**config.mk**
```make
export PLATFORM = sky130hd
export DESIGN_NAME = mem2_stage
export DESIGN_NICKNAME = d
export VERILOG_FILES = /design/src/design/priv_pkg.sv /design/src/design/lsu_pkg.sv /design/src/design/mem2_stage.sv
export SDC_FILE = /design/constraint.sdc
export NUM_CORES = 1
export LEC_CHECK = 0
export ABC_CLOCK_PERIOD_IN_PS = 5700
export BUFFER_PORTS_ARGS = -buffer_cell sky130_fd_sc_hd__buf_2
export CORE_AREA = 2 2 88 90
export DETAILED_ROUTE_END_ITERATION = 8
export DIE_AREA = 0 0 90 92
export GPL_ROUTABILITY_DRIVEN = 0
export GPL_TIMING_DRIVEN = 0
export PLACE_DENSITY = 0.82
export SLEW_MARGIN = 20
export SYNTH_ARGS = -nofsm -noshare
export SYNTH_HDL_FRONTEND = slang
export SYNTH_SLANG_ARGS = --single-unit
export TNS_END_PERCENT = 20
```
**constraint.sdc**
```tcl
create_clock -name clk -period 5.7 [get_ports clk]
set_input_delay 0.855 -clock clk [delete_from_list [all_inputs] [get_ports clk]]
set_output_delay 0.855 -clock clk [all_outputs]
set_load 0.02 [all_outputs]
```
**src/design/priv_pkg.sv**
```systemverilog
`default_nettype none

package priv_pkg;

    localparam int TLB_ENTRIES = 8;
    localparam int PAGE_BITS   = 12;

    typedef logic [1:0]  plv_t;
    typedef logic [19:0] vpn_t;
    typedef logic [19:0] ppn_t;

    typedef enum logic [2:0] {
        EXC_NONE,
        EXC_ADEM,
        EXC_ALE,
        EXC_TLBR,
        EXC_PIL,
        EXC_PIS,
        EXC_PPI,
        EXC_PME
    } excp_code_e;

    typedef struct packed {
        logic e;
        vpn_t vpn;
        ppn_t ppn;
        logic v;
        logic d;
        plv_t plv;
    } tlb_entry_t;

    typedef struct packed {
        logic found;
        ppn_t ppn;
        logic v;
        logic d;
        plv_t plv;
    } tlb_result_t;

endpackage

`default_nettype wire

```
**src/design/lsu_pkg.sv**
```systemverilog
`default_nettype none

package lsu_pkg;

    localparam int ADDR_W  = 32;
    localparam int DATA_W  = 32;
    // 4096 words, word address bits [13:2]
    localparam int DMEM_AW = 12;

    typedef logic [ADDR_W-1:0]   addr_t;
    typedef logic [DATA_W-1:0]   data_t;
    typedef logic [DATA_W/8-1:0] byte_en_t;
    typedef logic [4:0]          reg_idx_t;

    typedef enum logic [3:0] {
        LD_B,
        LD_BU,
        LD_H,
        LD_HU,
        LD_W,
        ST_B,
        ST_H,
        ST_W,
        LL_W,
        SC_W
    } mem_op_e;

    typedef struct packed {
        addr_t    pc;
        mem_op_e  op;
        addr_t    vaddr;
        data_t    store_data;
        reg_idx_t waddr;
    } ex_mem_t;

    typedef struct packed {
        addr_t                pc;
        mem_op_e              op;
        logic [1:0]           addr_lo;
        reg_idx_t             waddr;
        logic                 wreg;
        data_t                wdata;
        logic                 excp;
        priv_pkg::excp_code_e excp_code;
        logic                 access_valid;
        logic                 ll_we;
        logic                 ll_value;
    } mem1_mem2_t;

    typedef struct packed {
        logic     en;
        logic     we;
        addr_t    addr;
        byte_en_t be;
        data_t    wdata;
    } dmem_req_t;

    typedef struct packed {
        addr_t                pc;
        reg_idx_t             waddr;
        logic                 wreg;
        data_t                wdata;
        logic                 excp;
        priv_pkg::excp_code_e excp_code;
    } mem_result_t;

endpackage

`default_nettype wire

```
**src/design/mem2_stage.sv**
```systemverilog
`timescale 1ns/10ps
`default_nettype none

module mem2_stage (
    input  wire logic            clk,
    input  wire logic            rst,
    input  lsu_pkg::mem1_mem2_t  in_i,
    input  wire logic            in_valid_i,
    output logic                 in_ready_o,
    input  lsu_pkg::data_t       rdata_i,
    output logic                 llbit_o,
    output lsu_pkg::mem_result_t result_o,
    output logic                 result_valid_o,
    input  wire logic            result_ready_i
);

    localparam int DW = lsu_pkg::DATA_W;

    lsu_pkg::mem_result_t res_d;
    lsu_pkg::mem_result_t res_q;
    logic                 res_valid_q;
    logic                 accept;
    logic                 llbit_q;
    lsu_pkg::data_t       shifted;
    lsu_pkg::data_t       load_data;

    assign in_ready_o = !res_valid_q || result_ready_i;
    assign accept     = in_valid_i && in_ready_o;

    // Bring the addressed lane down to bit 0
    assign shifted = rdata_i >> {in_i.addr_lo, 3'b000};

    always_comb begin
        case (in_i.op)
            lsu_pkg::LD_B:  load_data = {{(DW-8){shifted[7]}}, shifted[7:0]};
            lsu_pkg::LD_BU: load_data = {{(DW-8){1'b0}}, shifted[7:0]};
            lsu_pkg::LD_H:  load_data = {{(DW-16){shifted[15]}}, shifted[15:0]};
            lsu_pkg::LD_HU: load_data = {{(DW-16){1'b0}}, shifted[15:0]};
            lsu_pkg::LD_W,
            lsu_pkg::LL_W:  load_data = rdata_i;
            // Stores and SC keep what mem1 decided
            default:        load_data = in_i.wdata;
        endcase
    end

    always_comb begin
        res_d           = '0;
        res_d.pc        = in_i.pc;
        res_d.waddr     = in_i.waddr;
        res_d.excp      = in_i.excp;
        res_d.excp_code = in_i.excp_code;
        if (in_i.access_valid) begin
            res_d.wreg  = in_i.wreg;
            res_d.wdata = load_data;
        end
    end

    always_ff @(posedge clk) begin
        if (rst) begin
            res_valid_q <= 1'b0;
            llbit_q     <= 1'b0;
        end else begin
            if (in_ready_o) begin
                res_valid_q <= in_valid_i;
            end
            if (accept && in_i.ll_we) begin
                llbit_q <= in_i.ll_value;
            end
        end
    end

    always_ff @(posedge clk) begin
        if (accept) begin
            res_q <= res_d;
        end
    end

    assign llbit_o        = llbit_q;
    assign result_o       = res_q;
    assign result_valid_o = res_valid_q;

endmodule

`default_nettype wire

```
[Word-level counts from Yosys, hierarchy flattened]
Index checks and enable logic that the tools add are counted.
Widths: inputs -> output; s select.
Operators by class
  shift operators: 1
  reduce and logical (&&, ||, !) cells: 6
  eq/ne operators: 5
  muxes and demuxes: 1
Operator list (count)
  $pmux 32 s5: 1
  $shr 32x5->16: 1
  $eq 4x2->1 const B: 2
  $eq 4x1->1 const B: 1
  $eq 4x3->1 const B: 1
  $eq 4x4->1 const B: 1
  $logic_not 4->1: 1
  $logic_and 1x1->1: 2
  $reduce_or 2->1: 1
  $logic_not 1->1: 1
  $logic_or 1x1->1: 1
Word-level totals
  bits of input ports: 119
  output and inout bits: 77
  word-level logic and storage cells: 21
  bits in registers: 76

[Longest topological paths before layout]
Gate-level depths: netlist of the first run.
  depth after elaboration: 4
  depth in mapped cells: 7
  depth with buffers taken out: 4

[Least setup slack after synthesis of the first run]
OpenSTA, ideal clock, no wires.
  path type: input port to flip-flop
  from: in result_ready_i
  to: reg res_q, in the netlist result_o[0], enable pin
  buffers on the path: 0
  cell stages on the path: 2
  slack: 2.352 ns
  setup time: 0.440 ns
  arrival time: 2.908 ns
  required time: 5.260 ns
  path through: nand2b_1 and2_1
On the way
  longest elaborated chain between the ends: 2
RTL lines
  start: declaration: line mem2_stage.sv:14  | input wire logic result_ready_i
  $logic_or 1x1->1: line mem2_stage.sv:27  | assign in_ready_o = !res_valid_q || result_ready_i;
  $logic_and 1x1->1: line mem2_stage.sv:28  | assign accept = in_valid_i && in_ready_o;
  via accept: line mem2_stage.sv:22  | logic accept;
  end signal: assignment: line mem2_stage.sv:74  | res_q <= res_d;
  end: declaration: line mem2_stage.sv:20  | lsu_pkg::mem_result_t res_q;
The timed path passes the listed nets, and every way through them passes these cells.
A chain may end at the register's enable or synchronous reset.

[Worst setup path after layout of the first run]
  from: in in_i[48] (netlist name)
  to: reg res_q, in the netlist result_o[16], data pin
On the way
  longest elaborated chain between the ends: 3
  elaborated cells between the ends (all ways): 8
  classes of those cells: eq/ne: 5; mux: 1; reduce/logical: 2
RTL lines
  start: declaration: line mem2_stage.sv:7  | input lsu_pkg::mem1_mem2_t in_i,
  $eq 4x3->1 / $eq 4x4->1 (equally long branches): line mem2_stage.sv:34  | case (in_i.op)
  $reduce_or 2->1: line mem2_stage.sv:34
  $pmux 32 s5 (*): line mem2_stage.sv:34
Every way passes the cells marked *; elsewhere a longest branch is shown, timed or not.

==> run summary, run 1 <==
run status -> finished clean
Slew headroom -> 0.596
DRT Wirelength -> 9720 um
Worst-Margin Slew -> 0.603 ns
post-CTS setup repair buffer count -> 0
cts hold-fix bufs -> 0
grt total ovfl -> 0
syn_nets -> 340
Post-synth EDFFs -> 74
Max Clk Rate -> 0.450 GHz
Final nets -> 543
CP endpoint kind -> register
vias in the first global route -> 2,638
fin crit period -> 2.22 ns
clock sink count -> 76
Sequential cell area -> 2260 um^2
gr usage total -> 0.232
Startpoint Class -> input pin
most common cell in the synthesized netlist -> edfxtp_1
Die Footprint -> 8280 um^2
Pleak -> 2.01 nW
Starting Density -> 0.449
height of the die -> 92 um
reg2reg start -> result_valid_o
top cell type's share of synthesized area -> 0.665
Initial DRC Count -> 121
worst endpoint data arrival time -> 2.31 ns
worst setup path class -> in2reg
Synth Instances -> 221
pin count of the biggest net entering global routing -> 55
R2R Path End -> result_o[35]
clock root cell -> clkbuf_8
Final Skew -> 0.00708 ns
CTS tree -> built
area grow syn2layout -> 39.8%
final hold vios -> 0
average size of a mapped cell -> 15.1 um^2
Max Transition Viols Final -> 0
htree depth -> 3
RSZ-0062 raised after global routing -> false
fill count -> 602
FP Rows -> 32
synthesized area -> 3340 um^2
share of cells above drive strength 1 -> 0.566
CP required -> 5.78 ns
CTS Buf Count -> 9
Worst R2R Setup Slack -> 4.23 ns
Skew-Pair Late Insertion Delay -> 0.35 ns
vias per inst -> 5.22
Area contributors post-synth -> edfxtp_1 (67%), o221a_2 (5.4%), a22oi_1 (3.4%)
Setup crit end -> result_o[16]
CTS resizes -> 0
Post-DP HPWL -> 7490 um
antenna violations before repair -> 0
crit path max fanout -> 9
Reg clk slew, reported paths -> 0.08 ns
global-route wire length before repair -> 14,400 um
reg2reg path depth -> 3
routed via count -> 2,772
placed cells -> 515
Main synth FF type -> edfxtp_1
Worst Hold Launch -> llbit_o
CP startpoint -> in_i[48]
buffers added on ports -> 191
Hold Path Class -> reg2reg
die width -> 90 um
Yosys warning total -> 0
register area share after synthesis -> 0.677
Async SR Flop Fraction -> 0
Max-Cap Viols -> 0
Setup Viol. Count Final -> 0
multi-input combinational cell area -> 991 um^2
Synth cell types -> 33
area leader, netlist -> edfxtp_1
# IOs -> 196
Routed WL per cell -> 18.3 um
synth cell count leaders -> edfxtp_1 (74), o221a_2 (16), a22oi_1 (15), o21ai_0 (12), mux2i_1 (11)
drt pass-1 iters -> 4
maximum VDD drop -> 0.000106 V
Post-Layout Cell Count -> 531
flops & latches, synth -> 76
Placeable Area -> 7450 um^2
P per Cell Area -> 290 nW/um^2
final routed DRC violation total -> 0
Detail Route Antenna Nets -> 0
setup_tns -> 0 ns
ratio of final minimum period to clock period -> 0.390
Antenna diodes -> 0
Longest Clk Path Bufs -> 2
layout make-up:
type / instances / area share
Sequential cell: 76 / 0.484
Multi-Input combinational cell: 127 / 0.212
Timing Repair Buffer: 192 / 0.211
Clock buffer: 10 / 0.0273
Tap cell: 102 / 0.0273
Clock inverter: 6 / 0.0188
Buffer: 17 / 0.0185
Inverter: 1 / 0.000804
layout by cell type (no fill, tap or decap), types with 4 or more instances in the layout:
cell type    n
o2bb2ai_1    7
o211ai_1     7
mux2_2       7
a22oi_1     15
a21boi_0     8
o221a_2     16
edfxtp_1    74
and2_1       4
a21oi_1     10
nand2b_1     4
nand2_1      9
mux2i_1     11
buf_2      197
o21ai_0     12
clkbuf_1     9
clkbuf_8     9
report_power, final:
group	total (mW)	switching, mW	internal (mW)
registers	0.667	0.00812	0.659
clock network	0.447	0.200	0.248
logic	0.238	0.143	0.0951
total	1.35	0.351	1.00
through the flow:
step	utilization	total power, mW	setup WS [ns]	instance area (um^2)	hold slack, ns
floorplan	-	0.814	2.35	3340	0.586
detailed placement	0.598	0.918	3.13	4450	0.488
finish	0.627	1.35	3.48	4670	0.502
global route	0.627	1.41	3.39	4670	0.551
CTS	0.627	1.36	3.51	4670	0.505
global placement	0.594	0.912	1.89	4420	0.476
worst min-delay path by stage:
stage,end,slack [ns],depth (start not counted)
global placement,llbit_o,0.48,2
global route,llbit_o,0.55,2
finish,llbit_o,0.50,2
detailed placement,llbit_o,0.49,2
CTS,llbit_o,0.51,2
floorplan,llbit_o,0.59,2
cells by family (layout without fill, tap and decap cells):
kind of cell,Yosys count,in the layout,share of synthesized area
compound gates,80,80,0.191
xor+xnor,2,2,0.00524
buf+inv,18,226,0.0270
flops,76,76,0.677
mux,18,18,0.0566
simple gates,27,27,0.0427
registers in the layout, summed over array words and instances, names as in the netlist:
| register | count |
|---|---|
| result_valid_o | 1 |
| llbit_o | 1 |
| result_o | 74 |
routing by layer:
metal | GRT usage | up-vias | part of all wire
met5 | 0 | - | 0
met4 | 0.0744 | 0 | 0.0098
met3 | 0.0781 | 9 | 0.098
met2 | 0.397 | 144 | 0.50
met1 | 0.278 | 1316 | 0.39
li1 | - | 1303 | -
worst max-delay path: stages:
cell and delay (ns):
buf_2 0.14, or2_2 0.34, a21o_1 0.18, clkbuf_1 0.25, a31oi_2 0.41, a21oi_1 0.11
No activity file was read; power rests on OpenSTA's default activity.
==> run 2: changes to the inputs <==
--- a/config.mk
+++ b/config.mk
@@ -5,14 +5,14 @@
 export SDC_FILE = /design/constraint.sdc
 export NUM_CORES = 1
 export LEC_CHECK = 0
-export ABC_CLOCK_PERIOD_IN_PS = 5700
+export ABC_CLOCK_PERIOD_IN_PS = 2200
 export BUFFER_PORTS_ARGS = -buffer_cell sky130_fd_sc_hd__buf_2
-export CORE_AREA = 2 2 88 90
+export CORE_AREA = 2 2 91 93
 export DETAILED_ROUTE_END_ITERATION = 8
-export DIE_AREA = 0 0 90 92
+export DIE_AREA = 0 0 93 95
 export GPL_ROUTABILITY_DRIVEN = 0
 export GPL_TIMING_DRIVEN = 0
-export PLACE_DENSITY = 0.82
+export PLACE_DENSITY = 0.78
 export SLEW_MARGIN = 20
 export SYNTH_ARGS = -nofsm -noshare
 export SYNTH_HDL_FRONTEND = slang
==> constraint.sdc (replaced) <==
create_clock -name clk -period 2.2 [get_ports clk]
set_input_delay 0.33 -clock clk [delete_from_list [all_inputs] [get_ports clk]]
set_output_delay 0.33 -clock clk [all_outputs]
set_load 0.02 [all_outputs]
==> run 2 against run 1 <==
  * Total power increased to 2.6 times the previous value
  * Sequential power increased to 2.6 times the previous value
  * Critical path type unchanged
  * Critical endpoint unchanged
  * Sequential share of layout area about the same
  * Combinational power increased to 2.6 times the previous value
==> run summary, run 2 (same netlist as run 1, synthesis figures left out) <==
run status -> finished clean
Max-Cap Viols -> 0
Setup Viol. Count Final -> 0
Reg clk slew, reported paths -> 0.08 ns
commonest non-fill, non-tap cell in the layout -> buf_2
clock sink count -> 76
Starting Density -> 0.421
RSZ-0062 raised after global routing -> false
Antenna diodes -> 0
height of the die -> 95 um
Initial DRC Count -> 159
setup_tns -> 0 ns
Hold Path Class -> in2reg
share of cells above drive strength 1 -> 0.566
CP endpoint kind -> register
antenna violations before repair -> 0
CTS Buf Count -> 9
drt pass-1 iters -> 5
Max Transition Viols Final -> 0
area grow syn2layout -> 39.9%
Worst path max stage delay -> 0.42 ns
DRT Wirelength -> 10,100 um
crit path max fanout -> 9
Final nets -> 543
Placeable Area -> 7930 um^2
cts hold-fix bufs -> 0
Skew-Pair Late Insertion Delay -> 0.34 ns
global-route wire length before repair -> 14,800 um
Worst-Margin Slew -> 0.607 ns
worst endpoint data arrival time -> 1.82 ns
# IOs -> 196
worst setup path class -> in2reg
fin crit period -> 1.76 ns
CTS tree -> built
buffers added on ports -> 191
smallest hold slack -> 0.157 ns
Die Footprint -> 8840 um^2
gr usage total -> 0.225
Post-DP HPWL -> 7910 um
Detail Route Antenna Nets -> 0
commonest cells after routing, fill and taps aside -> buf_2 (197), edfxtp_1 (74), o221a_2 (16)
vias per inst -> 5.26
htree depth -> 3
FP Rows -> 33
CP required -> 2.26 ns
die width -> 93 um
Final Skew -> 0.0127 ns
Slew headroom -> 0.594
ratio of final minimum period to clock period -> 0.800
max FFs per register -> 74
pin count of the biggest net entering global routing -> 60
clock root cell -> clkbuf_8
critical path, cell by cell -> buf_2 -> or2_2 -> a21o_1 -> clkbuf_1 -> a31oi_2 -> a21oi_1
vias in the first global route -> 2,765
final hold vios -> 0
Startpoint Class -> input pin
Worst R2R Setup Slack -> 0.74 ns
post-CTS setup repair buffer count -> 0
Max Clk Rate -> 0.568 GHz
Pleak -> 2.01 nW
final routed DRC violation total -> 0
Longest Clk Path Bufs -> 2
maximum VDD drop -> 0.000412 V
P per Cell Area -> 749 nW/um^2
CTS resizes -> 0
routed via count -> 2,811
slowest cell on the critical path -> a31oi_2
grt total ovfl -> 0
Routed WL per cell -> 19.0 um
run 2: final timing paths:
check                  from        endpoint  depth (start not counted)
min                     rst  result_valid_o                          2
max                in_i[48]    result_o[16]                          6
min reg2reg         llbit_o         llbit_o                          2
max reg2reg  result_valid_o    result_o[24]                          3
run 2: layout make-up:
cell class	count	area [um^2]
Clock buffer	10	128
Sequential cell	76	2260
Clock inverter	6	87.6
Fill cell	691	3250
Tap cell	105	131
Timing Repair Buffer	192	983
Buffer	17	86.3
Multi-Input combinational cell	127	991
Inverter	1	3.75
run 2: power by group:
part | switching (mW) | total (mW) | internal (mW)
Combinational | 0.372 | 0.618 | 0.247
Sequential | 0.0241 | 1.73 | 1.71
Clock | 0.507 | 1.15 | 0.641
run 2: through the flow:
| step | power, mW | utilization | instance area, um^2 | worst slack [ns] | instances |
|---|---|---|---|---|---|
| after detailed placement | 2.39 | 0.562 | 4460 | 0.0859 | 518 |
| after global placement | 2.36 | 0.559 | 4430 | -0.0725 | 517 |
| after floorplan | 2.11 | - | 3340 | 0.151 | 221 |
| after global routing | 3.64 | 0.589 | 4670 | 0.313 | 534 |
| final | 3.50 | 0.589 | 4670 | 0.440 | 534 |
| after CTS | 3.52 | 0.589 | 4670 | 0.424 | 534 |
run 2: metal layers:
metal | part of all wire | routed length (um) | track usage
met1 | 0.38 | 3860 | 0.273
met2 | 0.50 | 5030 | 0.380
met3 | 0.11 | 1130 | 0.0806
met4 | 0.011 | 110 | 0.0650
met5 | 0 | 0 | 0
run 2: critical path: cells and delay by family:
kind            cells  cell delay, ns
buf+inv             2            0.41
compound gates      3            0.74
simple gates        1            0.34
