$ cat src/design/priv_pkg.sv
`default_nettype none

package priv_pkg;

    localparam int TLB_ENTRIES = 8;
    localparam int PAGE_BITS   = 12;

    typedef logic [1:0]  plv_t;
    typedef logic [19:0] vpn_t;
    typedef logic [19:0] ppn_t;

    typedef enum logic [2:0] {
        EXC_NONE,
        EXC_ADEM,
        EXC_ALE,
        EXC_TLBR,
        EXC_PIL,
        EXC_PIS,
        EXC_PPI,
        EXC_PME
    } excp_code_e;

    typedef struct packed {
        logic e;
        vpn_t vpn;
        ppn_t ppn;
        logic v;
        logic d;
        plv_t plv;
    } tlb_entry_t;

    typedef struct packed {
        logic found;
        ppn_t ppn;
        logic v;
        logic d;
        plv_t plv;
    } tlb_result_t;

endpackage

`default_nettype wire

$ cat src/design/dtlb.sv
`timescale 1ns/10ps
`default_nettype none

module dtlb (
    input  wire logic                                    clk,
    input  wire logic                                    rst,
    input  wire logic                                    we_i,
    input  wire logic [$clog2(priv_pkg::TLB_ENTRIES)-1:0] idx_i,
    input  priv_pkg::tlb_entry_t                          entry_i,
    input  priv_pkg::vpn_t                                vpn_i,
    output priv_pkg::tlb_result_t                         result_o
);

    priv_pkg::tlb_entry_t                entries_q [priv_pkg::TLB_ENTRIES];
    logic [priv_pkg::TLB_ENTRIES-1:0]    entry_en_q;

    // Enable bits are the only state that needs reset
    always_ff @(posedge clk) begin
        if (rst) begin
            entry_en_q <= '0;
        end else if (we_i) begin
            entry_en_q[idx_i] <= entry_i.e;
        end
    end

    always_ff @(posedge clk) begin
        if (we_i) begin
            entries_q[idx_i] <= entry_i;
        end
    end

    // Walk downwards so the lowest matching index wins
    always_comb begin
        result_o = '0;
        for (int i = priv_pkg::TLB_ENTRIES - 1; i >= 0; i--) begin
            if (entry_en_q[i] && entries_q[i].vpn == vpn_i) begin
                result_o.found = 1'b1;
                result_o.ppn   = entries_q[i].ppn;
                result_o.v     = entries_q[i].v;
                result_o.d     = entries_q[i].d;
                result_o.plv   = entries_q[i].plv;
            end
        end
    end

endmodule

`default_nettype wire

$ cat config.mk
export PLATFORM = sky130hd
export DESIGN_NAME = dtlb
export DESIGN_NICKNAME = d
export VERILOG_FILES = /design/src/design/priv_pkg.sv /design/src/design/dtlb.sv
export SDC_FILE = /design/constraint.sdc
export NUM_CORES = 1
export LEC_CHECK = 0
export ABC_AREA = 1
export BUFFER_PORTS_ARGS = -buffer_cell sky130_fd_sc_hd__buf_4
export CAP_MARGIN = 10
export CORE_ASPECT_RATIO = 0.8
export CORE_MARGIN = 4
export CORE_UTILIZATION = 55
export DETAILED_ROUTE_END_ITERATION = 8
export PLACE_DENSITY = 0.73
export SETUP_SLACK_MARGIN = 0.5
export SYNTH_ARGS = -nofsm -noshare
export SYNTH_HDL_FRONTEND = slang
export SYNTH_SLANG_ARGS = --single-unit
$ cat constraint.sdc
create_clock -name clk -period 5.75 [get_ports clk]
set_clock_uncertainty 0.15 [all_clocks]
set_input_delay 0.2875 -clock clk [delete_from_list [all_inputs] [get_ports clk]]
set_output_delay 0.2875 -clock clk [all_outputs]
set_load 0.02 [all_outputs]
Word-level counts from Yosys, hierarchy flattened
Memories as Yosys holds them, arrays and structs flattened.
Index checks and enable logic that the tools add are counted.
Word-level totals
  memory bits (read-only): 0
  latch bits: 0
  memories: 1
  bits in registers: 8
  word-level logic and storage cells: 34
  bits of input ports: 71
  RAM bits: 360
  output and inout port bits: 25
Memories
  entries_q: words 8, width 45, read ports 8, clocked after Yosys merged registers in 0, write ports 1, line dtlb.sv:14  | priv_pkg::tlb_entry_t entries_q [priv_pkg::TLB_ENTRIES];
Operators by class
  shift-type cells: 0
  $mul: 0
  multiplexer cells: 13
  add/subtract/negate cells: 0
  bitwise operators: 0
  reduce and logical (&&, ||, !) cells: 9
  magnitude comparators: 2
  equality and inequality tests: 8
  divide/modulo/power cells: 0
Operators with widths (count)
  $mux W25: 8
  $eq A20 B20 Y1: 8
  $logic_and A1 B1 Y1: 9
  $bwmux W8: 1
  $lt A3 B4 Y1 const B: 1
  $demux W1 S3: 1
  $ge A3 B1 Y1 const B: 1
  $mux W1: 3

Depth between registers and ports, before layout
Gate-level depths: netlist of run 1.
  depth in word-level cells: 10
  mapped depth: 18
  depth with buffers taken out: 16

Least setup slack after synthesis of run 1
OpenSTA, ideal clock, no wires.
  kind: input-to-reg
  start: input we_i
  end: memory entries_q[0][0] (netlist name) (enable)
  library setup time: 0.447 ns
  data required time: 5.153 ns
  stages on the path: 4
  slack: 2.786 ns
  buffers on the path: 0
  data arrival time: 2.367 ns
  path through: inv_1 -> nor2_1 -> inv_1 -> nor2_1
On the way
  cells in the longest elaborated chain, start to end: 2
Ends and longest elaborated chain
  start, declared: line dtlb.sv:7  | input wire logic we_i,
  $mux W1: line dtlb.sv:27  | if (we_i) begin
  $mux W1 (not written as such): line dtlb.sv:28  | entries_q[idx_i] <= entry_i;
  end, declared: line dtlb.sv:14
No other way between the ends.

==> results of run 1 <==
cell usage in the layout (no fill, tap or decap), types with 3 or more instances in the layout:
| master | instances |
|---|---|
| sky130_fd_sc_hd__o21ai_0 | 57 |
| sky130_fd_sc_hd__xor2_1 | 21 |
| sky130_fd_sc_hd__xnor2_1 | 30 |
| sky130_fd_sc_hd__nand3_1 | 14 |
| sky130_fd_sc_hd__nand2_1 | 428 |
| sky130_fd_sc_hd__clkinv_2 | 8 |
| sky130_fd_sc_hd__clkbuf_1 | 8 |
| sky130_fd_sc_hd__a21oi_2 | 10 |
| sky130_fd_sc_hd__nand4_1 | 5 |
| sky130_fd_sc_hd__nor2_1 | 267 |
| sky130_fd_sc_hd__nor2_4 | 10 |
| sky130_fd_sc_hd__dfxtp_1 | 8 |
| sky130_fd_sc_hd__clkbuf_8 | 5 |
| sky130_fd_sc_hd__o22ai_1 | 13 |
| sky130_fd_sc_hd__nand2_2 | 3 |
| sky130_fd_sc_hd__a211oi_1 | 3 |
| sky130_fd_sc_hd__o211ai_1 | 6 |
| sky130_fd_sc_hd__o21ai_1 | 22 |
| sky130_fd_sc_hd__inv_1 | 74 |
| sky130_fd_sc_hd__buf_4 | 105 |
| sky130_fd_sc_hd__clkbuf_16 | 39 |
| sky130_fd_sc_hd__a21oi_1 | 22 |
| sky130_fd_sc_hd__nand3_2 | 5 |
| sky130_fd_sc_hd__edfxtp_1 | 352 |
| sky130_fd_sc_hd__inv_2 | 19 |
| sky130_fd_sc_hd__dlygate4sd3_1 | 47 |
per-stage QoR:
stage	utilization (%)	power [uW]	worst slack (ns)	cells	instance area (um2)
after floorplan	-	3180	2.79	1438	15600
after global placement	59.9	3320	2.02	1852	16500
after detailed placement	59.9	3330	1.97	1852	16500
after CTS	66.0	5700	1.63	1965	18200
after global routing	66.0	5860	1.33	1965	18200
final	66.0	5690	1.58	1965	18200
power groups by stage:
stage	logic (uW)	clock network [uW]	registers (uW)
2_1_floorplan	130	0	3050
3_3_place_gp	272	0	3050
3_5_place_dp	275	0	3050
4_1_cts	301	2400	3000
5_1_grt	331	2530	3000
6_report	308	2390	3000
flip-flops by register name, summed over array words and instances, names as in the netlist:
register / count
entries_q: 352
entry_en_q: 8
cells by family after synthesis:
group                     Yosys count  share of synthesized area, %
buffers and inverters             149                          4.61
DFF                               360                          68.9
and+or+nand+nor                   740                          18.5
xor gates and xnor gates           51                          2.87
AOI/OAI and AO/OA                 138                          5.05
worst paths after layout:
check	slack, ns	end	cells after the start
max	1.58	result_o[18]	13
max reg2reg	4.43	entry_en_q[5]	3
min	0.21	entry_en_q[6]	4
min reg2reg	0.35	entry_en_q[4]	2
metal layers:
metal | vias to the layer above | GRT usage [%]
met5 | - | 0
met2 | 492 | 39.4
li1 | 5048 | -
met3 | 56 | 7.74
met1 | 5110 | 40.6
met4 | 2 | 5.18
final cells by class:
cell class	instances	area share [%]
Clock buffer	52	5.91
Clock inverter	14	0.708
Inverter	94	1.94
Multi-Input combinational cell	929	23.0
Sequential cell	360	59.0
Tap cell	364	2.50
Timing Repair Buffer	152	6.92
worst min-delay path, delay by kind of cell:
family / cells / cell delay (ns)
AO/OA/AOI/OAI: 2 / 0.27
AND/OR/NAND/NOR: 1 / 0.16
buffers and inverters: 1 / 0.11
what timing repair did:
item                                    4_1_cts  5_1_grt
endpoints found under the setup margin        0        0
endpoints found under the hold margin       360        0
setup buffers                                 0        0
hold buffers                                 47        0
==> flow_metrics.tcl, run 1 <==
set metrics [dict create \
    status "finished clean" \
    timing.max_slew.rel_slack_pct 26.2 \
    cts.reportedPaths.clkPinSlew_ns 0.06 \
    async_set_reset_flop_share_out_of_synthesis_pct 0 \
    synth_sequential_area_ratio_pct 68.9 \
    ant_nets 0 \
    routed.top_layer "met5" \
    finalSetupTns_ns 0 \
    met1Wirelength_um 18200 \
    synth.cell_area_um2 15600 \
    die-height_um 158 \
    crit_required_ns 5.31 \
    synth_top_area_share_pct 67.9 \
    initial_core_util_pct 56.5 \
    cts_sinks 360 \
    routed-wl-met3_um 4810 \
    yosysTopAreaCell "sky130_fd_sc_hd__edfxtp_1" \
    timing.critical_path.slowest_stage_cell "sky130_fd_sc_hd__nand2_2" \
    detailed_route_iter0_violations 1208 \
    drt-pass1-iter-count 8 \
    cell_internal_pwr_uw 4470 \
    critical-path-top-delay-family "simple AND/OR/NAND/NOR gates" \
    post_synth_inst_count 1438 \
    grt_first_pass_wirelength_um 61900 \
    most_common_cell_in_the_netlist "sky130_fd_sc_hd__nand2_1" \
    chipWidth_um 196 \
    average_cell_area_after_synthesis_um2 10.8 \
    power.share.sequential_pct 52.7 \
    holdWs_ns 0.212 \
    timing_max_transition_violations_final 0 \
    postCtsResizedCells 0 \
    hold_class "in2reg" \
    synth_edf_count 352 \
    post-route-period-util_pct 72.5 \
    clock_latency_reported_for_the_late_side_of_the_worst_skew_pair_ns 0.52 \
    crit_path_end_kind "output port" \
    max-vdd-ir-drop_mv 0.234 \
    regArea_um2 10700 \
    overflow 0 \
    crit_buf_inv 1 \
    combPwrFrac_pct 5.4 \
    synth_top_flop_cell "sky130_fd_sc_hd__edfxtp_1" \
    placement.io_buffers 95 \
    cts_root_buf "sky130_fd_sc_hd__clkbuf_16" \
    cp_slowest_stage_delay_ns 0.77 \
    track_usage_pct 26.8 \
    cell_pwr_density_nw_per_um2 313 \
    nFillCells 2108 \
    worst-slew-pin-transition_ns 1.11 \
    tritoncts "yes" \
    post_drt_wl_per_cell_um 21.1 \
    vias 10708 \
    ys_top_cells_by_area "sky130_fd_sc_hd__edfxtp_1, sky130_fd_sc_hd__nand2_1, sky130_fd_sc_hd__nor2_1, sky130_fd_sc_hd__o21ai_0, sky130_fd_sc_hd__inv_1" \
    rows 54 \
    synth-warning-count 0 \
    multi_input_area_um2 4190 \
    sw_share_pct 21.5 \
    vias_per_instance 5.45 \
    finalWeightedCongestion 0.945 \
    worst_setup_path_start_kind "flip-flop" \
    worst_hold_startpoint "idx_i[1]" \
    dp.final_hpwl_um 26400 \
    coreArea_um2 27600 \
    worst_ep_arrival_time_ns 3.73 \
    finalWorstPathRequiredPeriod_ns 4.17 \
    num-nets-final 1645 \
    wire_length_after_detailed_routing_um 41400 \
    dieArea_um2 31100 \
    grt_antenna_before_repair 1 \
    cp_common_cell "sky130_fd_sc_hd__nand2_1" \
    cts_max_level 2 \
    pwr-share-clk_pct 41.9 \
    critical_path_class "reg2out" \
    clk_path_buf_depth 3 \
    rsz0062_at_grt "no" \
    r2r_start "entry_en_q[5]" \
    netlist-cell-type-count 35 \
    ys_seq_elements 360 \
    antenna-diode-count 0 \
    pin_count 96 \
    final-hold-violation-count 0 \
    max_cap_violations 0 \
    timing.final.setup_violations 0 \
    first_global_vias 10186 \
    crit_path_max_fanout 26 \
    synth_common_cells "sky130_fd_sc_hd__nand2_1, sky130_fd_sc_hd__edfxtp_1, sky130_fd_sc_hd__nor2_1" \
    power.switching_uw 1220 \
    detail_route.drc_violations 0 \
    cts_buffers 37 \
    grt_start_max_net_pins 50 \
    cp_cell_sequence "nand2_1, o21ai_1, nor2_1, nand4_1, nor2_1, nand3_2, nand2_2, nor2_1, nand2_1, nand2_1, nand2_1, nand2_1, buf_4" \
    power_leakage_uw 0.00718 \
    post_route_cells_drive_above_1_share_pct 13.4 \
    routed-wl-met2_um 17700 \
    timing.critical_path.from "entries_q[3][41]" \
    syn2layout_area_growth_pct 16.9 \
    achievable-frequency_mhz 240 \
    net_count_after_synthesis 1509 \
]
Power figures use the tool's default switching activity.
==> run 2: changes to the inputs <==
ABC_AREA = 0   (was 1)
PLACE_DENSITY = 0.76   (was 0.73)
clock period = 3.57 ns   (was 5.75 ns; I/O delays follow)
==> flow_metrics.tcl, run 2 <==
set metrics [dict create \
    dieArea_um2 30000 \
    first_global_vias 9859 \
    layoutNonFillerInstCount 1581 \
    vias 10125 \
    mostFrequentLayoutCells "sky130_fd_sc_hd__edfxtp_1, sky130_fd_sc_hd__buf_4, sky130_fd_sc_hd__xnor2_1" \
    rows 53 \
    largest_register_ff_count 352 \
    regToRegSetupSlack_ns 2.25 \
    clk_path_buf_depth 3 \
    cell_pwr_density_nw_per_um2 493 \
    pin_count 96 \
    track_usage_pct 27.9 \
    synth-warning-count 0 \
    crit_buf_inv 2 \
    place.detailed.instances 1440 \
    finalSetupTns_ns 0 \
    synth_sequential_area_ratio_pct 71.6 \
    reg.largest.list "entries_q: 352 flops, entry_en_q: 8 flops" \
    synth_common_cells "sky130_fd_sc_hd__edfxtp_1, sky130_fd_sc_hd__xnor2_1, sky130_fd_sc_hd__nand4_1" \
    worst-slew-pin-transition_ns 0.850 \
    grt_first_pass_wirelength_um 62300 \
    initial_core_util_pct 56.5 \
    chipWidth_um 193 \
    tritoncts "yes" \
    antenna-diode-count 0 \
    coreArea_um2 26500 \
    post-route-period-util_pct 95.2 \
    cts_max_level 2 \
    crit_path_max_fanout 7 \
    cts_sinks 360 \
    max_cap_violations 0 \
    detail_route.drc_violations 0 \
    cts_root_buf "sky130_fd_sc_hd__clkbuf_16" \
    finalWorstPathRequiredPeriod_ns 3.40 \
    hold_class "in2reg" \
    die-height_um 156 \
    yosysTopAreaCell "sky130_fd_sc_hd__edfxtp_1" \
    cp_cell_sequence "xnor2_1, nand4_1, nor4_4, and3_4, buf_12, o311ai_1, a311oi_2, o21ai_1, buf_4" \
    worst_ep_arrival_time_ns 3.07 \
    grt_antenna_before_repair 1 \
    cts.reportedPaths.clkPinSlew_ns 0.06 \
    wire_length_after_detailed_routing_um 42300 \
    layout_commonest_cell "sky130_fd_sc_hd__edfxtp_1" \
    total_power_uw 9230 \
    synth_edf_count 352 \
    cp_slowest_stage_delay_ns 0.45 \
    clock_latency_reported_for_the_late_side_of_the_worst_skew_pair_ns 0.51 \
    timing.critical_path.slowest_stage_cell "sky130_fd_sc_hd__nor4_4" \
    netlist-cell-type-count 41 \
    synth_top_flop_cell "sky130_fd_sc_hd__edfxtp_1" \
    top_register "entries_q" \
    final-hold-violation-count 0 \
    timing_max_transition_violations_final 0 \
    status "finished clean" \
    max-vdd-ir-drop_mv 0.443 \
    synth.cell_area_um2 15000 \
    post_route_cells_drive_above_1_share_pct 22.2 \
    average_cell_area_after_synthesis_um2 14.7 \
    post_drt_wl_per_cell_um 26.8 \
    placement.io_buffers 95 \
    power_leakage_uw 0.00620 \
    achievable-frequency_mhz 294 \
    finalWeightedCongestion 0.867 \
    pre_cts_ws_ns 0.335 \
    vias_per_instance 6.40 \
    worst_setup_path_start_kind "flip-flop" \
    detailed_route_iter0_violations 1445 \
    critical_path_class "reg2out" \
    dp.final_hpwl_um 24400 \
    critical-path-top-delay-family "simple AND/OR/NAND/NOR gates" \
    ys_top_cells_by_area "sky130_fd_sc_hd__edfxtp_1, sky130_fd_sc_hd__xnor2_1, sky130_fd_sc_hd__xor2_1, sky130_fd_sc_hd__nand4_1, sky130_fd_sc_hd__nand3_1" \
    grt_start_max_net_pins 46 \
    rsz0062_at_grt "yes" \
    async_set_reset_flop_share_out_of_synthesis_pct 0 \
    overflow 0 \
    ys_seq_elements 360 \
    crit_path_end_kind "output port" \
    timing.final.setup_violations 0 \
    drt-pass1-iter-count 5 \
    num-nets-final 1266 \
    ant_nets 0 \
    crit_required_ns 3.24 \
    final_critical_path_setup_slack_ns 0.173 \
    synth_top_area_share_pct 70.6 \
    timing.max_slew.rel_slack_pct 43.2 \
    net_count_after_synthesis 1088 \
    post_synth_inst_count 1017 \
    cts_buffers 37 \
    syn2layout_area_growth_pct 25.0 \
    holdWs_ns 0.136 \
    most_common_cell_in_the_netlist "sky130_fd_sc_hd__edfxtp_1" \
]
[run 2: cell types whose count changed after synthesis, moves of 17 or more]
cell | before | now
sky130_fd_sc_hd__nand4_1 | 5 | 67
sky130_fd_sc_hd__clkbuf_1 | 9 | 45
sky130_fd_sc_hd__xnor2_1 | 30 | 95
sky130_fd_sc_hd__nand2_1 | 428 | 59
sky130_fd_sc_hd__o311ai_1 | 0 | 22
sky130_fd_sc_hd__o31a_1 | 0 | 22
sky130_fd_sc_hd__a311oi_1 | 0 | 22
sky130_fd_sc_hd__inv_1 | 74 | 4
sky130_fd_sc_hd__nor2_1 | 275 | 31
sky130_fd_sc_hd__nand3_1 | 16 | 57
sky130_fd_sc_hd__o21ai_0 | 57 | 32
sky130_fd_sc_hd__xor2_1 | 21 | 59
sky130_fd_sc_hd__o211ai_1 | 6 | 23
[run 2: per-layer routing]
metal  global-route usage, %  share of wire [%]  vias to the layer above  wire [um]
met5                       0                  0                        -          0
met4                    7.94                2.5                        0       1040
met3                    7.45                 13                       86       5410
met2                    40.8                 45                      716      19000
met1                    41.8                 40                     5012      16900
li1                        -                  -                     4311          -
[run 2: cells by family after synthesis]
logic type	Yosys count	synth area share, %
xor+xnor	154	9.01
mux	2	0.134
simple gates	252	8.85
flops	360	71.6
buf+inv	83	2.43
compound gates	166	7.94
[run 2: worst paths after layout]
kind	from	endpoint	cells past startpoint
worst max register to register	entry_en_q[5]	entry_en_q[5]	3
worst min-delay path	idx_i[2]	entry_en_q[4]	4
worst max-delay path	entries_q[6][35]	result_o[17]	9
worst min register to register	entry_en_q[4]	entry_en_q[4]	2
[run 2: power breakdown]
group / internal (uW) / switching [uW] / total [uW]
registers: 4780 / 43.9 / 4830
logic: 191 / 313 / 504
clock network: 2330 / 1570 / 3900
[run 2: worst register-to-register path, delay by kind of cell (launching register included)]
family,cells,cell delay (ns)
buffers and inverters,1,0.55
flip-flops,1,0.33
AO/OA/AOI/OAI,2,0.23
[run 2: metrics by stage]
step	util (%)	instance area [um2]
final	70.6	18700
after global routing	70.6	18700
after CTS	69.7	18500
after detailed placement	61.5	16300
after global placement	61.5	16300
after floorplan	-	15000
[run 2: what timing repair did]
action	CTS	global route
hold buffers	47	0
hold endpoints to repair	360	0
pin swaps	26	31
resized for setup	50	17
setup buffers	9	9
gates cloned	4	4
endpoints found under the setup margin	25	25
[run 2: layout make-up]
type                       instances  area, um2
sequential                       360      10700
tap                              357        447
timing repair buffer             215       2070
clock buffer                      46       1020
multi-input combinational        574       4230
inverter                           7       26.3
fill                            1671       7800
clock inverter                    22        209
