File: src/design/priv_pkg.sv
`default_nettype none

package priv_pkg;

    localparam int TLB_ENTRIES = 8;
    localparam int PAGE_BITS   = 12;

    typedef logic [1:0]  plv_t;
    typedef logic [19:0] vpn_t;
    typedef logic [19:0] ppn_t;

    typedef enum logic [2:0] {
        EXC_NONE,
        EXC_ADEM,
        EXC_ALE,
        EXC_TLBR,
        EXC_PIL,
        EXC_PIS,
        EXC_PPI,
        EXC_PME
    } excp_code_e;

    typedef struct packed {
        logic e;
        vpn_t vpn;
        ppn_t ppn;
        logic v;
        logic d;
        plv_t plv;
    } tlb_entry_t;

    typedef struct packed {
        logic found;
        ppn_t ppn;
        logic v;
        logic d;
        plv_t plv;
    } tlb_result_t;

endpackage

`default_nettype wire

File: src/design/lsu_pkg.sv
`default_nettype none

package lsu_pkg;

    localparam int ADDR_W  = 32;
    localparam int DATA_W  = 32;
    // 4096 words, word address bits [13:2]
    localparam int DMEM_AW = 12;

    typedef logic [ADDR_W-1:0]   addr_t;
    typedef logic [DATA_W-1:0]   data_t;
    typedef logic [DATA_W/8-1:0] byte_en_t;
    typedef logic [4:0]          reg_idx_t;

    typedef enum logic [3:0] {
        LD_B,
        LD_BU,
        LD_H,
        LD_HU,
        LD_W,
        ST_B,
        ST_H,
        ST_W,
        LL_W,
        SC_W
    } mem_op_e;

    typedef struct packed {
        addr_t    pc;
        mem_op_e  op;
        addr_t    vaddr;
        data_t    store_data;
        reg_idx_t waddr;
    } ex_mem_t;

    typedef struct packed {
        addr_t                pc;
        mem_op_e              op;
        logic [1:0]           addr_lo;
        reg_idx_t             waddr;
        logic                 wreg;
        data_t                wdata;
        logic                 excp;
        priv_pkg::excp_code_e excp_code;
        logic                 access_valid;
        logic                 ll_we;
        logic                 ll_value;
    } mem1_mem2_t;

    typedef struct packed {
        logic     en;
        logic     we;
        addr_t    addr;
        byte_en_t be;
        data_t    wdata;
    } dmem_req_t;

    typedef struct packed {
        addr_t                pc;
        reg_idx_t             waddr;
        logic                 wreg;
        data_t                wdata;
        logic                 excp;
        priv_pkg::excp_code_e excp_code;
    } mem_result_t;

endpackage

`default_nettype wire

File: src/design/mem1_stage.sv
`timescale 1ns/10ps
`default_nettype none

module mem1_stage (
    input  wire logic           clk,
    input  wire logic           rst,
    input  lsu_pkg::ex_mem_t    ex_i,
    input  wire logic           ex_valid_i,
    output logic                ex_ready_o,
    input  priv_pkg::plv_t      plv_i,
    input  wire logic           trans_en_i,
    output priv_pkg::vpn_t      tlb_vpn_o,
    input  priv_pkg::tlb_result_t tlb_i,
    input  wire logic           llbit_i,
    output lsu_pkg::dmem_req_t  dmem_req_o,
    output lsu_pkg::mem1_mem2_t out_o,
    output logic                out_valid_o,
    input  wire logic           out_ready_i
);

    lsu_pkg::mem1_mem2_t  out_d;
    lsu_pkg::mem1_mem2_t  out_q;
    logic                 out_valid_q;
    logic                 accept;
    lsu_pkg::addr_t       vaddr;
    lsu_pkg::addr_t       paddr;
    logic                 is_store;
    logic                 is_sc;
    logic                 misaligned;
    logic                 llbit_eff;
    logic                 sc_ok;
    priv_pkg::excp_code_e excp_code;
    logic                 excp;

    assign ex_ready_o = !out_valid_q || out_ready_i;
    assign accept     = ex_valid_i && ex_ready_o;

    assign vaddr     = ex_i.vaddr;
    assign tlb_vpn_o = vaddr[lsu_pkg::ADDR_W-1:priv_pkg::PAGE_BITS];
    assign paddr     = trans_en_i ? {tlb_i.ppn, vaddr[priv_pkg::PAGE_BITS-1:0]} : vaddr;

    assign is_sc    = ex_i.op == lsu_pkg::SC_W;
    assign is_store = ex_i.op inside {lsu_pkg::ST_B, lsu_pkg::ST_H, lsu_pkg::ST_W, lsu_pkg::SC_W};

    always_comb begin
        case (ex_i.op)
            lsu_pkg::LD_H, lsu_pkg::LD_HU, lsu_pkg::ST_H: misaligned = vaddr[0];
            lsu_pkg::LD_B, lsu_pkg::LD_BU, lsu_pkg::ST_B: misaligned = 1'b0;
            default:                                      misaligned = |vaddr[1:0];
        endcase
    end

    // An LL or SC still sitting in our register has not reached mem2 yet
    assign llbit_eff = (out_valid_q && out_q.ll_we) ? out_q.ll_value : llbit_i;
    assign sc_ok     = is_sc && llbit_eff;

    // Exception priority
    always_comb begin
        if (trans_en_i && plv_i == 2'd3 && vaddr[lsu_pkg::ADDR_W-1]) begin
            excp_code = priv_pkg::EXC_ADEM;
        end else if (misaligned) begin
            excp_code = priv_pkg::EXC_ALE;
        end else if (trans_en_i && !tlb_i.found) begin
            excp_code = priv_pkg::EXC_TLBR;
        end else if (trans_en_i && !tlb_i.v) begin
            excp_code = is_store ? priv_pkg::EXC_PIS : priv_pkg::EXC_PIL;
        end else if (trans_en_i && plv_i > tlb_i.plv) begin
            excp_code = priv_pkg::EXC_PPI;
        end else if (trans_en_i && is_store && !tlb_i.d) begin
            excp_code = priv_pkg::EXC_PME;
        end else begin
            excp_code = priv_pkg::EXC_NONE;
        end
    end

    assign excp = excp_code != priv_pkg::EXC_NONE;

    // Request only on the accepting edge
    always_comb begin
        dmem_req_o      = '0;
        dmem_req_o.en   = accept && !excp && (!is_sc || sc_ok);
        dmem_req_o.we   = is_store;
        dmem_req_o.addr = paddr;
        case (ex_i.op)
            lsu_pkg::ST_B: begin
                dmem_req_o.be    = 4'b0001 << paddr[1:0];
                dmem_req_o.wdata = {4{ex_i.store_data[7:0]}};
            end
            lsu_pkg::ST_H: begin
                dmem_req_o.be    = 4'b0011 << paddr[1:0];
                dmem_req_o.wdata = {2{ex_i.store_data[15:0]}};
            end
            default: begin
                dmem_req_o.be    = '1;
                dmem_req_o.wdata = ex_i.store_data;
            end
        endcase
    end

    always_comb begin
        out_d              = '0;
        out_d.pc           = ex_i.pc;
        out_d.op           = ex_i.op;
        out_d.addr_lo      = paddr[1:0];
        out_d.waddr        = ex_i.waddr;
        out_d.wreg         = !is_store || is_sc;
        out_d.excp         = excp;
        out_d.excp_code    = excp_code;
        out_d.access_valid = !excp;
        if (is_sc) begin
            // SC result is the success flag
            out_d.wdata = {{(lsu_pkg::DATA_W-1){1'b0}}, llbit_eff};
        end
        if (!excp && ex_i.op == lsu_pkg::LL_W) begin
            out_d.ll_we    = 1'b1;
            out_d.ll_value = 1'b1;
        end else if (!excp && sc_ok) begin
            out_d.ll_we    = 1'b1;
            out_d.ll_value = 1'b0;
        end
    end

    always_ff @(posedge clk) begin
        if (rst) begin
            out_valid_q <= 1'b0;
        end else if (ex_ready_o) begin
            out_valid_q <= ex_valid_i;
        end
    end

    always_ff @(posedge clk) begin
        if (accept) begin
            out_q <= out_d;
        end
    end

    assign out_o       = out_q;
    assign out_valid_o = out_valid_q;

endmodule

`default_nettype wire

File: config.mk
export PLATFORM = sky130hd
export DESIGN_NAME = mem1_stage
export DESIGN_NICKNAME = d
export VERILOG_FILES = /design/src/design/priv_pkg.sv /design/src/design/lsu_pkg.sv /design/src/design/mem1_stage.sv
export SDC_FILE = /design/constraint.sdc
export NUM_CORES = 1
export LEC_CHECK = 0
export ABC_AREA = 1
export BUFFER_PORTS_ARGS = -buffer_cell sky130_fd_sc_hd__buf_2
export CORE_AREA = 2 2 120 122
export CTS_BUF_LIST = sky130_fd_sc_hd__clkbuf_4 sky130_fd_sc_hd__clkbuf_8
export CTS_CLUSTER_SIZE = 12
export DETAILED_ROUTE_END_ITERATION = 8
export DIE_AREA = 0 0 122 124
export SYNTH_ARGS = -nofsm -noshare
export SYNTH_HDL_FRONTEND = slang
export SYNTH_SLANG_ARGS = --single-unit
File: constraint.sdc
create_clock -name clk -period 5.25 [get_ports clk]
set_clock_uncertainty 0.05 [all_clocks]
set_input_delay 0.2625 -clock clk [delete_from_list [all_inputs] [get_ports clk]]
set_output_delay 0.2625 -clock clk [all_outputs]
set_load 0.05 [all_outputs]
**Word level (Yosys, flattened, before mapping)**

Index checks and enable logic that the tools add are counted.

- Flip-flop bits (word level): 84
- Output and inout port bits: 175
- Input port bits: 138
- Logic and storage cells: 67

- Muxes and demuxes: 12
- Reductions and logical operators: 30
- Equality and inequality tests: 9
- Shift-type cells: 2
- Magnitude comparators: 1

Operators with widths:

| cell | count |
|---|---|
| $pmux 36 s2 | 1 |
| $mux 32 | 1 |
| $mux 3 | 6 |
| $logic_and 1x1->1 | 14 |
| $eq 4x3->1 const B | 3 |
| $eq 4x2->1 const B | 2 |
| $eq 4x4->1 const B | 2 |
| $logic_not 1->1 | 7 |
| $reduce_or 3->1 | 2 |
| $eq 4x1->1 const B | 1 |
| $logic_not 4->1 | 1 |
| $reduce_bool 4->1 | 1 |
| $shl 1x2->4 const A | 1 |
| $shl 2x2->4 const A | 1 |
| $logic_or 1x1->1 | 3 |
| $reduce_bool 3->1 | 1 |
| $eq 2x2->1 const B | 1 |
| $gt 2x2->1 | 1 |
| $mux 1 | 2 |
| $mux 2 | 1 |
| $pmux 1 s2 | 1 |
| $reduce_or 2->1 | 1 |

**Depth between registers and ports, before layout**

Gate-level depths: netlist of run 1.

- Depth in word-level cells: 14
- Mapped depth: 11
- Mapped depth without buffers: 11

**Worst setup path before layout of run 1**

No wires, ideal clock.

- Path type: reg2out
- Start point: reg out_valid_q (netlist: out_valid_o)
- End point: out dmem_req_o[69] (netlist bit)
- Buffers on the path: 0
- Required time: 4938 ps
- Stages on the path, launching flop included: 4
- Slack: 1002 ps
- Arrival time: 3935 ps
- Cells stage by stage: dfxtp_1 -> a21oi_1 -> nand2_1 -> nor2_2

RTL lines:

| what | line | RTL |
|---|---|---|
| from (decl) | mem1_stage.sv:23 | `logic out_valid_q;` |
| from (signal assigned) | mem1_stage.sv:127 | `out_valid_q <= ex_valid_i;` |
| to (decl) | mem1_stage.sv:15 | `output lsu_pkg::dmem_req_t dmem_req_o,` |

==> reports/qor.csv, run 1 <==
metric,value,unit
slew_violations,0,
ys_top_cells_by_area,"edfxtp_1 49%, buf_4 17%, nand2_1 10%",
endpoint,dmem_req_o[17],
r2r_end,out_o[55]$_DFFE_PP_,
rsz0062_at_grt,no,
gp_congestion,0.8068,
startpoint_type,primary input,
clockBufferDepth,2,
io_pins,313,
leakage,2.319,nW
path_clk_slew,0.09,ns
crit_arrival,2.77,ns
hold_class,in2reg,
drtPass1Iterations,4,
cp_max_fo,21,
rrSetupSlack,3.76,ns
start_util,23.46,%
cts_buffers,5,
worstSetupPathType,in2out,
hold_violations,0,
synth_seq_area_share,49.14,%
ctsHoldBuffers,0,
fin_util,31.97,%
final_antenna_net_count,0,
power_density,289.2,nW/um2
crit_path_start,ex_i[71],
fin_nets,703,
syn-instance-count,346,
die_y,124,um
overflow,0,
cts_tree,done,
layout_commonest_cell,buf_2,
drt_iter0_markers,117,
tightest_slew,0.6605,ns
register_area,1582,um2
fin_crit_sh,58.71,%
cts_setup_buffers,0,
yosys_warnings,0,
wl,9.785,mm
worstReg2RegStart,out_valid_o$_SDFFE_PP0N_,
via_per_inst,3.926,
multi_input_area,1015,um2
yosysUniqueCellTypes,25,
placed_area,4270,um2
cts.sinks,53,
root_buffer,clkbuf_8,
avgSynthCellArea,9.301,um2
ir_worst_vdd,108.2,uV
numPortBuffers,261,
grt_pass1_vias,2466,
endpoint_kind,output port,
fin_tns_setup,0,ns
final_design_area_no_fill,4385,um2
layout-drive-gt1-share,52.48,%
syn-cell-area,3218,um2
hp-start,ex_i[103],
slew_headroom,55.86,%
h-tree-depth,2,
grt_pass1_wl,13.19,mm
synth_top_area_cell,edfxtp_1,
final_cell_mix,"261 x buf_2, 88 x nand2_1, 52 x edfxtp_1",
synth_top_area_share,48.52,%
fp-row-count,43,
antenna_cells,0,
clock_latency,0.30,ns
reg2reg_depth,2,
cap_violations,0,
post-dp-hpwl,8.328,mm
ys_ff_latch,53,
fillCellCount,1467,
setup_violations,0,
die_w,122,um
worstPathRequired,4.94,ns
drc,0,
fmax,324.4,MHz
area_delta_synth_final,36.28,%
fp.coreArea,13720,um2
vias,2921,
grt_max_degree,54,
antenna_found_initial,0,
track_usage,11.40,%
wl_per_cell,13.15,um
outcome,"complete, no violations",
ctsResizeCount,0,
die-area,15130,um2
min_period,3.082,ns
cell families after synthesis:
| group | after synthesis | synth area share [%] |
|---|---|---|
| multiplexers | 9 | 3.111 |
| other | 1 | 0.1165 |
| adder cells (fa/ha/maj) | 2 | 0.7775 |
| AND/OR/NAND/NOR | 135 | 19.17 |
| AO/OA/AOI/OAI | 28 | 4.510 |
| flip-flops | 53 | 49.14 |
| buffers and inverters | 118 | 23.17 |
synth_stat cells, drive strengths merged:
cell    instances
mux2i           1
conb            1
inv            36
a211oi          1
o21a            1
a21oi           6
edfxtp         52
nand3          21
dfxtp           1
clkbuf          4
nor2           18
nor3            2
o21ai          20
nand2          94
ha              2
mux2            8
buf            78
routing by layer:
metal / track usage [%] / vias to the layer above / wire length [um]
met4: 4.813 / 0 / 223
met2: 19.73 / 176 / 4656
met3: 2.244 / 16 / 1033
met5: 0 / - / 0
li1: - / 1442 / -
met1: 13.83 / 1287 / 3872
sequential cells by signal, indices dropped and copies added (netlist names):
signal       cells
out_o           52
out_valid_o      1
through the flow:
| step | instances | hold slack [ns] | power (mW) | worst slack [ns] |
|---|---|---|---|---|
| after floorplan | 376 | 0.2816 | 0.9317 | 1.002 |
| after global placement | 736 | 0.3891 | 1.005 | 2.230 |
| after detailed placement | 736 | 0.3909 | 1.006 | 2.159 |
| after CTS | 744 | 0.06162 | 1.283 | 2.155 |
| after global routing | 744 | 0.05893 | 1.325 | 1.910 |
| final | 744 | 0.07878 | 1.268 | 2.168 |
worst min path at each step:
stage,endpoint,slack (ns),cells after the start
finish,out_o[81]$_DFFE_PP_,0.08,1
global route,out_o[58]$_DFFE_PP_,0.06,1
CTS,out_o[81]$_DFFE_PP_,0.06,1
detailed placement,out_o[67]$_DFFE_PP_,0.39,1
global placement,out_o[58]$_DFFE_PP_,0.39,1
floorplan,out_valid_o$_SDFFE_PP0N_,0.28,1
critical path: stages:
cell	delay, ns
buf_2	0.13
inv_2	0.04
nor2_2	0.44
nand2_1	0.57
nand2_1	0.69
mux2_2	0.40
buf_2	0.22
area by class of cell:
cell class	count	area share, %
Clock buffer	6	1.740
Clock inverter	2	0.8844
Inverter	36	3.081
Multi-Input combinational cell	205	23.14
Sequential cell	53	36.06
Tap cell	180	5.136
Timing Repair Buffer	262	29.96
report_power, final:
| part | internal [mW] | total, mW | switching [mW] |
|---|---|---|---|
| clock | 0.148 | 0.275 | 0.127 |
| combinational | 0.104 | 0.491 | 0.387 |
| sequential | 0.495 | 0.502 | 0.00679 |
(Power assumes the default switching activity.)
==> inputs of run 2 (changes only) <==
==> constraint.sdc (replaced) <==
create_clock -name clk -period 3.2 [get_ports clk]
set_clock_uncertainty 0.05 [all_clocks]
set_input_delay 0.16 -clock clk [delete_from_list [all_inputs] [get_ports clk]]
set_output_delay 0.16 -clock clk [all_outputs]
set_load 0.05 [all_outputs]
==> reports/qor.csv, run 2 (synthesized netlist as in run 1, its figures left out) <==
metric,value,unit,change
outcome,"complete, no violations",,unchanged
whs_path_depth,1,,unchanged
track_usage,12.35,%,was 11.40%
p_int,1.179,mW,was 747.3 uW
fp.coreArea,13720,um2,unchanged
antenna_cells,0,,unchanged
cts.sinks,53,,unchanged
cp_slowest_stage_delay,0.56,ns,was 0.69 ns
wl,10.67,mm,was 9.785 mm
r2r_end,out_o[52]$_DFFE_PP_,,was out_o[55]$_DFFE_PP_
worstPathRequired,2.99,ns,was 4.94 ns
path_clk_slew,0.09,ns,about the same
worstHoldEndpoint,out_o[48]$_DFFE_PP_,,was out_o[81]$_DFFE_PP_
layout_commonest_cell,buf_2,,unchanged
fin_util,34.86,%,was 31.97%
wl_per_cell,13.56,um,was 13.15 um
drc,0,,unchanged
clkPwrFrac,18.3,%,was 21.7%
numPortBuffers,261,,unchanged
leakage,2.484,nW,was 2.319 nW
startpoint_type,primary input,,unchanged
power_density,428.6,nW/um2,was 289.2 nW/um2
via_per_inst,3.958,,was 3.926
hold_class,in2reg,,unchanged
start_util,23.46,%,unchanged
io_pins,313,,unchanged
cpLargestDelayFamily,buffers and inverters,,was simple AND/OR/NAND/NOR gates
h-tree-depth,2,,unchanged
cp_num_buf_inv,4,,was 3
final_antenna_net_count,0,,unchanged
clockBufferDepth,2,,unchanged
met1_usage,14.42,%,was 13.83%
post-place-ws,0.8994,ns,was 2.159 ns
die_w,122,um,unchanged
fmax,388.5,MHz,
final_design_area_no_fill,4782,um2,was 4385 um2
layout-drive-gt1-share,49.42,%,was 52.48%
rrSetupSlack,1.49,ns,was 3.76 ns
path_cells,dlygate4sd3_1 > buf_2 > nor2_1 > nand2_1 > buf_4 > nand2_1 > mux2_2 > buf_2,,was buf_2 > inv_2 > nor2_2 > nand2_1 > nand2_1 > mux2_2 > buf_2
fin_crit_sh,80.43,%,
crit_arrival,2.36,ns,was 2.77 ns
cp_slowest_cell,nand2_1,,unchanged
setup_violations,0,,unchanged
min_period,2.574,ns,
cap_violations,0,,unchanged
swShare,42.47,%,was 41.08%
grt_pass1_wl,14.40,mm,was 13.19 mm
grt_pass1_vias,2765,,was 2466
final_cell_mix,"261 x buf_2, 88 x nand2_1, 52 x edfxtp_1",,unchanged
p_seq_share,40.1,%,was 39.5%
root_buffer,clkbuf_8,,unchanged
grt_util_met2,21.65,%,was 19.73%
busiest_layer,met2,,unchanged
gp_congestion,0.8140,,was 0.8068
worstSetupPathType,in2out,,unchanged
vias,3115,,was 2921
reg2reg_depth,2,,unchanged
hold_violations,0,,unchanged
power_switching,870.5,uW,was 521.0 uW
cts_tree,done,,unchanged
placed_area,4300,um2,was 4270 um2
slew_headroom,51.82,%,was 55.86%
fp-row-count,43,,unchanged
die_y,124,um,unchanged
die-area,15130,um2,unchanged
grt_max_degree,24,,was 54
endpoint_kind,output port,,unchanged
cts_buffers,5,,unchanged
slew_violations,0,,unchanged
clock_latency,0.30,ns,about the same
rsz0062_at_grt,no,,unchanged
worstReg2RegStart,out_valid_o$_SDFFE_PP0N_,,unchanged
drt_iter0_markers,109,,was 117
fin_nets,746,,was 703
cp_max_fo,21,,unchanged
ir_worst_vdd,168.7,uV,was 108.2 uV
overflow,0,,unchanged
tightest_slew,0.7210,ns,was 0.6605 ns
use_met3,3.526,%,was 2.244%
worst_slack,0.6262,ns,was 2.168 ns
fin_tns_setup,0,ns,unchanged
post-dp-hpwl,8.768,mm,was 8.328 mm
hp-start,ex_i[70],,was ex_i[103]
area_delta_synth_final,48.60,%,was 36.28%
drtPass1Iterations,5,,was 4
fillCellCount,1434,,was 1467
antenna_found_initial,0,,unchanged
combinationalPowerShare,41.7,%,was 38.7%
largest_reg_flops,52,,unchanged
-- run 2: changes by cell type in the layout (fill, tap and decap cells not counted) --
cell / change
buf_4: +4
bufinv_16: -1
clkinv_4: -1
clkinvlp_4: +2
dlygate4sd3_1: +39
-- run 2: worst max-delay path by stage --
stage	from	endpoint	slack [ns]	depth (start not counted)
finish	ex_i[69]	dmem_req_o[18]	0.63	8
global route	ex_i[69]	dmem_req_o[17]	0.42	8
CTS	ex_i[69]	dmem_req_o[18]	0.58	8
detailed placement	ex_i[71]	dmem_req_o[18]	0.90	9
global placement	ex_i[71]	dmem_req_o[18]	0.94	9
floorplan	out_valid_o$_SDFFE_PP0N_	dmem_req_o[69]	0.27	3
-- run 2: power groups by stage --
| stage | Combinational (mW) | Sequential [mW] | Clock, mW |
|---|---|---|---|
| final | 0.854 | 0.821 | 0.375 |
| after global routing | 0.901 | 0.826 | 0.427 |
| after CTS | 0.859 | 0.822 | 0.396 |
| after detailed placement | 0.819 | 0.838 | 0 |
| after global placement | 0.817 | 0.837 | 0 |
| after floorplan | 0.543 | 0.984 | 0 |
-- run 2: metal layers --
metal / vias up / wire [um]
met5: - / 0
met4: 0 / 246
met3: 23 / 1205
met2: 198 / 5102
met1: 1363 / 4115
li1: 1531 / -
-- run 2: worst reg2reg max path, delay by kind of cell (launching register included) --
kind	cells	cell delay [ns]
flops	1	0.37
buf+inv	1	0.39
compound gates	1	0.60
-- run 2: repair_timing --
action / in CTS / in global routing
hold buffers: 39 / 0
buffers inserted: 0 / 0
endpoints found under the hold margin: 39 / 0
gates resized for setup: 0 / 0
-- run 2: final cells by class --
class                   count  area [um2]  share of cell area, %
clock buffers               6       76.32                  1.596
clock inverters             2       15.01                 0.3140
inverters                  36       135.1                  2.826
multi-input cells         205        1015                  21.22
flip-flops and latches     53        1582                  33.07
well taps                 180       225.2                  4.710
repair buffers            305        1734                  36.26
-- run 2: through the flow --
step,power (mW),hold slack [ns],instances
after detailed placement,1.657,0.2706,740
after floorplan,1.527,0.1791,376
final,2.050,0.02705,787
after CTS,2.077,0.01641,787
after global placement,1.654,0.2706,740
after global routing,2.155,0.01743,787
==> inputs of run 3 (changes only) <==
==> constraint.sdc (replaced) <==
create_clock -name clk -period 2.3 [get_ports clk]
set_clock_uncertainty 0.05 [all_clocks]
set_input_delay 0.115 -clock clk [delete_from_list [all_inputs] [get_ports clk]]
set_output_delay 0.115 -clock clk [all_outputs]
set_load 0.05 [all_outputs]
==> reports/qor.csv, run 3 (synthesized netlist as in run 1, its figures left out) <==
metric,value,unit,change
h-tree-depth,2,,unchanged
leakage,2.515,nW,was 2.484 nW
start_util,23.46,%,unchanged
area_delta_synth_final,50.86,%,was 48.60%
startpoint_type,primary input,,unchanged
worstPathRequired,2.13,ns,was 2.99 ns
cts_buffers,5,,unchanged
fin_tns_setup,0,ns,unchanged
cts.sinks,53,,unchanged
die_y,124,um,unchanged
crit_arrival,1.84,ns,was 2.36 ns
antenna_found_initial,0,,unchanged
cap_violations,0,,unchanged
gp_congestion,0.7954,,was 0.8140
via_per_inst,3.904,,was 3.958
fin_crit_sh,87.20,%,
hold_violations,0,,unchanged
io_pins,313,,unchanged
wl,10.62,mm,was 10.67 mm
final_antenna_net_count,0,,unchanged
reg2reg_depth,2,,unchanged
path_clk_slew,0.09,ns,about the same
grt_pass1_wl,14.27,mm,was 14.40 mm
endpoint,dmem_req_o[69],,was dmem_req_o[18]
rsz0062_at_grt,no,,unchanged
die_w,122,um,unchanged
crit_path_start,ex_i[38],,was ex_i[69]
cts_tree,done,,unchanged
r2r_end,out_o[52]$_DFFE_PP_,,unchanged
m1WireLength,4.084,mm,was 4.115 mm
post-dp-hpwl,8.865,mm,was 8.768 mm
path_cells,dlygate4sd3_1 > buf_2 > nor2_1 > nor2_1 > nand3_4 > nand3_4 > nor3_4 > nand2_4 > nor2_4 > buf_2,,was dlygate4sd3_1 > buf_2 > nor2_1 > nand2_1 > buf_4 > nand2_1 > mux2_2 > buf_2
track_usage,12.27,%,was 12.35%
antenna_cells,0,,unchanged
wl_per_cell,13.39,um,was 13.56 um
cp_slowest_cell,dlygate4sd3_1,,was nand2_1
fp.coreArea,13720,um2,unchanged
clockBufferDepth,2,,unchanged
power_density,588.5,nW/um2,was 428.6 nW/um2
highest-signal-layer,met4,,unchanged
wl_met3,1.034,mm,was 1.205 mm
worstReg2RegStart,out_valid_o$_SDFFE_PP0N_,,unchanged
vias,3096,,was 3115
die-area,15130,um2,unchanged
min_period,2.006,ns,
cp_slowest_stage_delay,0.53,ns,was 0.56 ns
layout-drive-gt1-share,49.27,%,was 49.42%
grt_max_degree,34,,was 24
outcome,"complete, no violations",,unchanged
largest_reg_flops,52,,unchanged
fin_nets,752,,was 746
fp-row-count,43,,unchanged
setup_violations,0,,unchanged
fin_hold_ws,0.03931,ns,was 0.02705 ns
fmax,498.6,MHz,
grt_pass1_vias,2718,,was 2765
hp-start,ex_i[37],,was ex_i[70]
cp_max_fo,6,,was 21
clock_latency,0.30,ns,about the same
root_buffer,clkbuf_8,,unchanged
route.met2.wl,5.306,mm,was 5.102 mm
worstSetupPathType,in2out,,unchanged
final_cell_mix,"261 x buf_2, 88 x nand2_1, 52 x edfxtp_1",,unchanged
drt_iter0_markers,84,,was 109
endpoint_kind,output port,,unchanged
slew_violations,0,,unchanged
overflow,0,,unchanged
numPortBuffers,261,,unchanged
rrSetupSlack,0.93,ns,was 1.49 ns
layout_commonest_cell,buf_2,,unchanged
fin_total_pwr,2.857,mW,was 2.050 mW
drc,0,,unchanged
drtPass1Iterations,4,,was 5
hold_class,in2reg,,unchanged
ir_worst_vdd,233.8,uV,was 168.7 uV
-- run 3: repair_timing --
action	CTS	global route
hold endpoints to repair	43	0
hold buffers	43	0
gates resized for setup	0	0
setup buffers	0	0
-- run 3: how the worst min path moves through the flow --
stage	endpoint	slack, ns	depth (start not counted)
floorplan	out_valid_o$_SDFFE_PP0N_	0.13	1
global placement	dmem_req_o[40]	0.18	0
detailed placement	dmem_req_o[40]	0.18	0
CTS	out_o[45]$_DFFE_PP_	0.03	1
global route	out_o[45]$_DFFE_PP_	0.04	1
finish	out_o[45]$_DFFE_PP_	0.04	1
-- run 3: layout make-up --
type                            instances  area [um2]
Timing Repair Buffer                  311        1802
Clock inverter                          2       15.01
Fill cell                            1423        8865
Tap cell                              180       225.2
Sequential cell                        53        1582
Multi-Input combinational cell        205        1020
Inverter                               36       135.1
Clock buffer                            6       76.32
-- run 3: report_power, final --
group | switching (mW) | internal, mW | leakage, nW
Sequential | 0.0159 | 1.13 | 0.511
Combinational | 0.904 | 0.296 | 1.96
Clock | 0.287 | 0.226 | 0.0408
Total | 1.21 | 1.65 | 2.52
-- run 3: worst max-delay path: cells and delay by family --
kind	cells	cell delay, ns
buffers and inverters	3	0.95
AND/OR/NAND/NOR	7	0.77
-- run 3: stage by stage --
stage	std cells	utilization (%)	setup WS, ns	area, um2
final	793	35.39	0.2943	4855
after global routing	793	35.39	0.1290	4855
after CTS	793	35.39	0.2662	4855
after detailed placement	742	31.58	0.2720	4333
after global placement	742	31.58	0.3183	4333
after floorplan	376	-	0.05058	3347
-- run 3: per-layer routing --
metal  vias to the layer above  GRT usage (%)
li1                       1541              -
met2                       173          22.45
met4                         0          3.879
met1                      1366          14.08
met3                        16          2.976
met5                         -              0
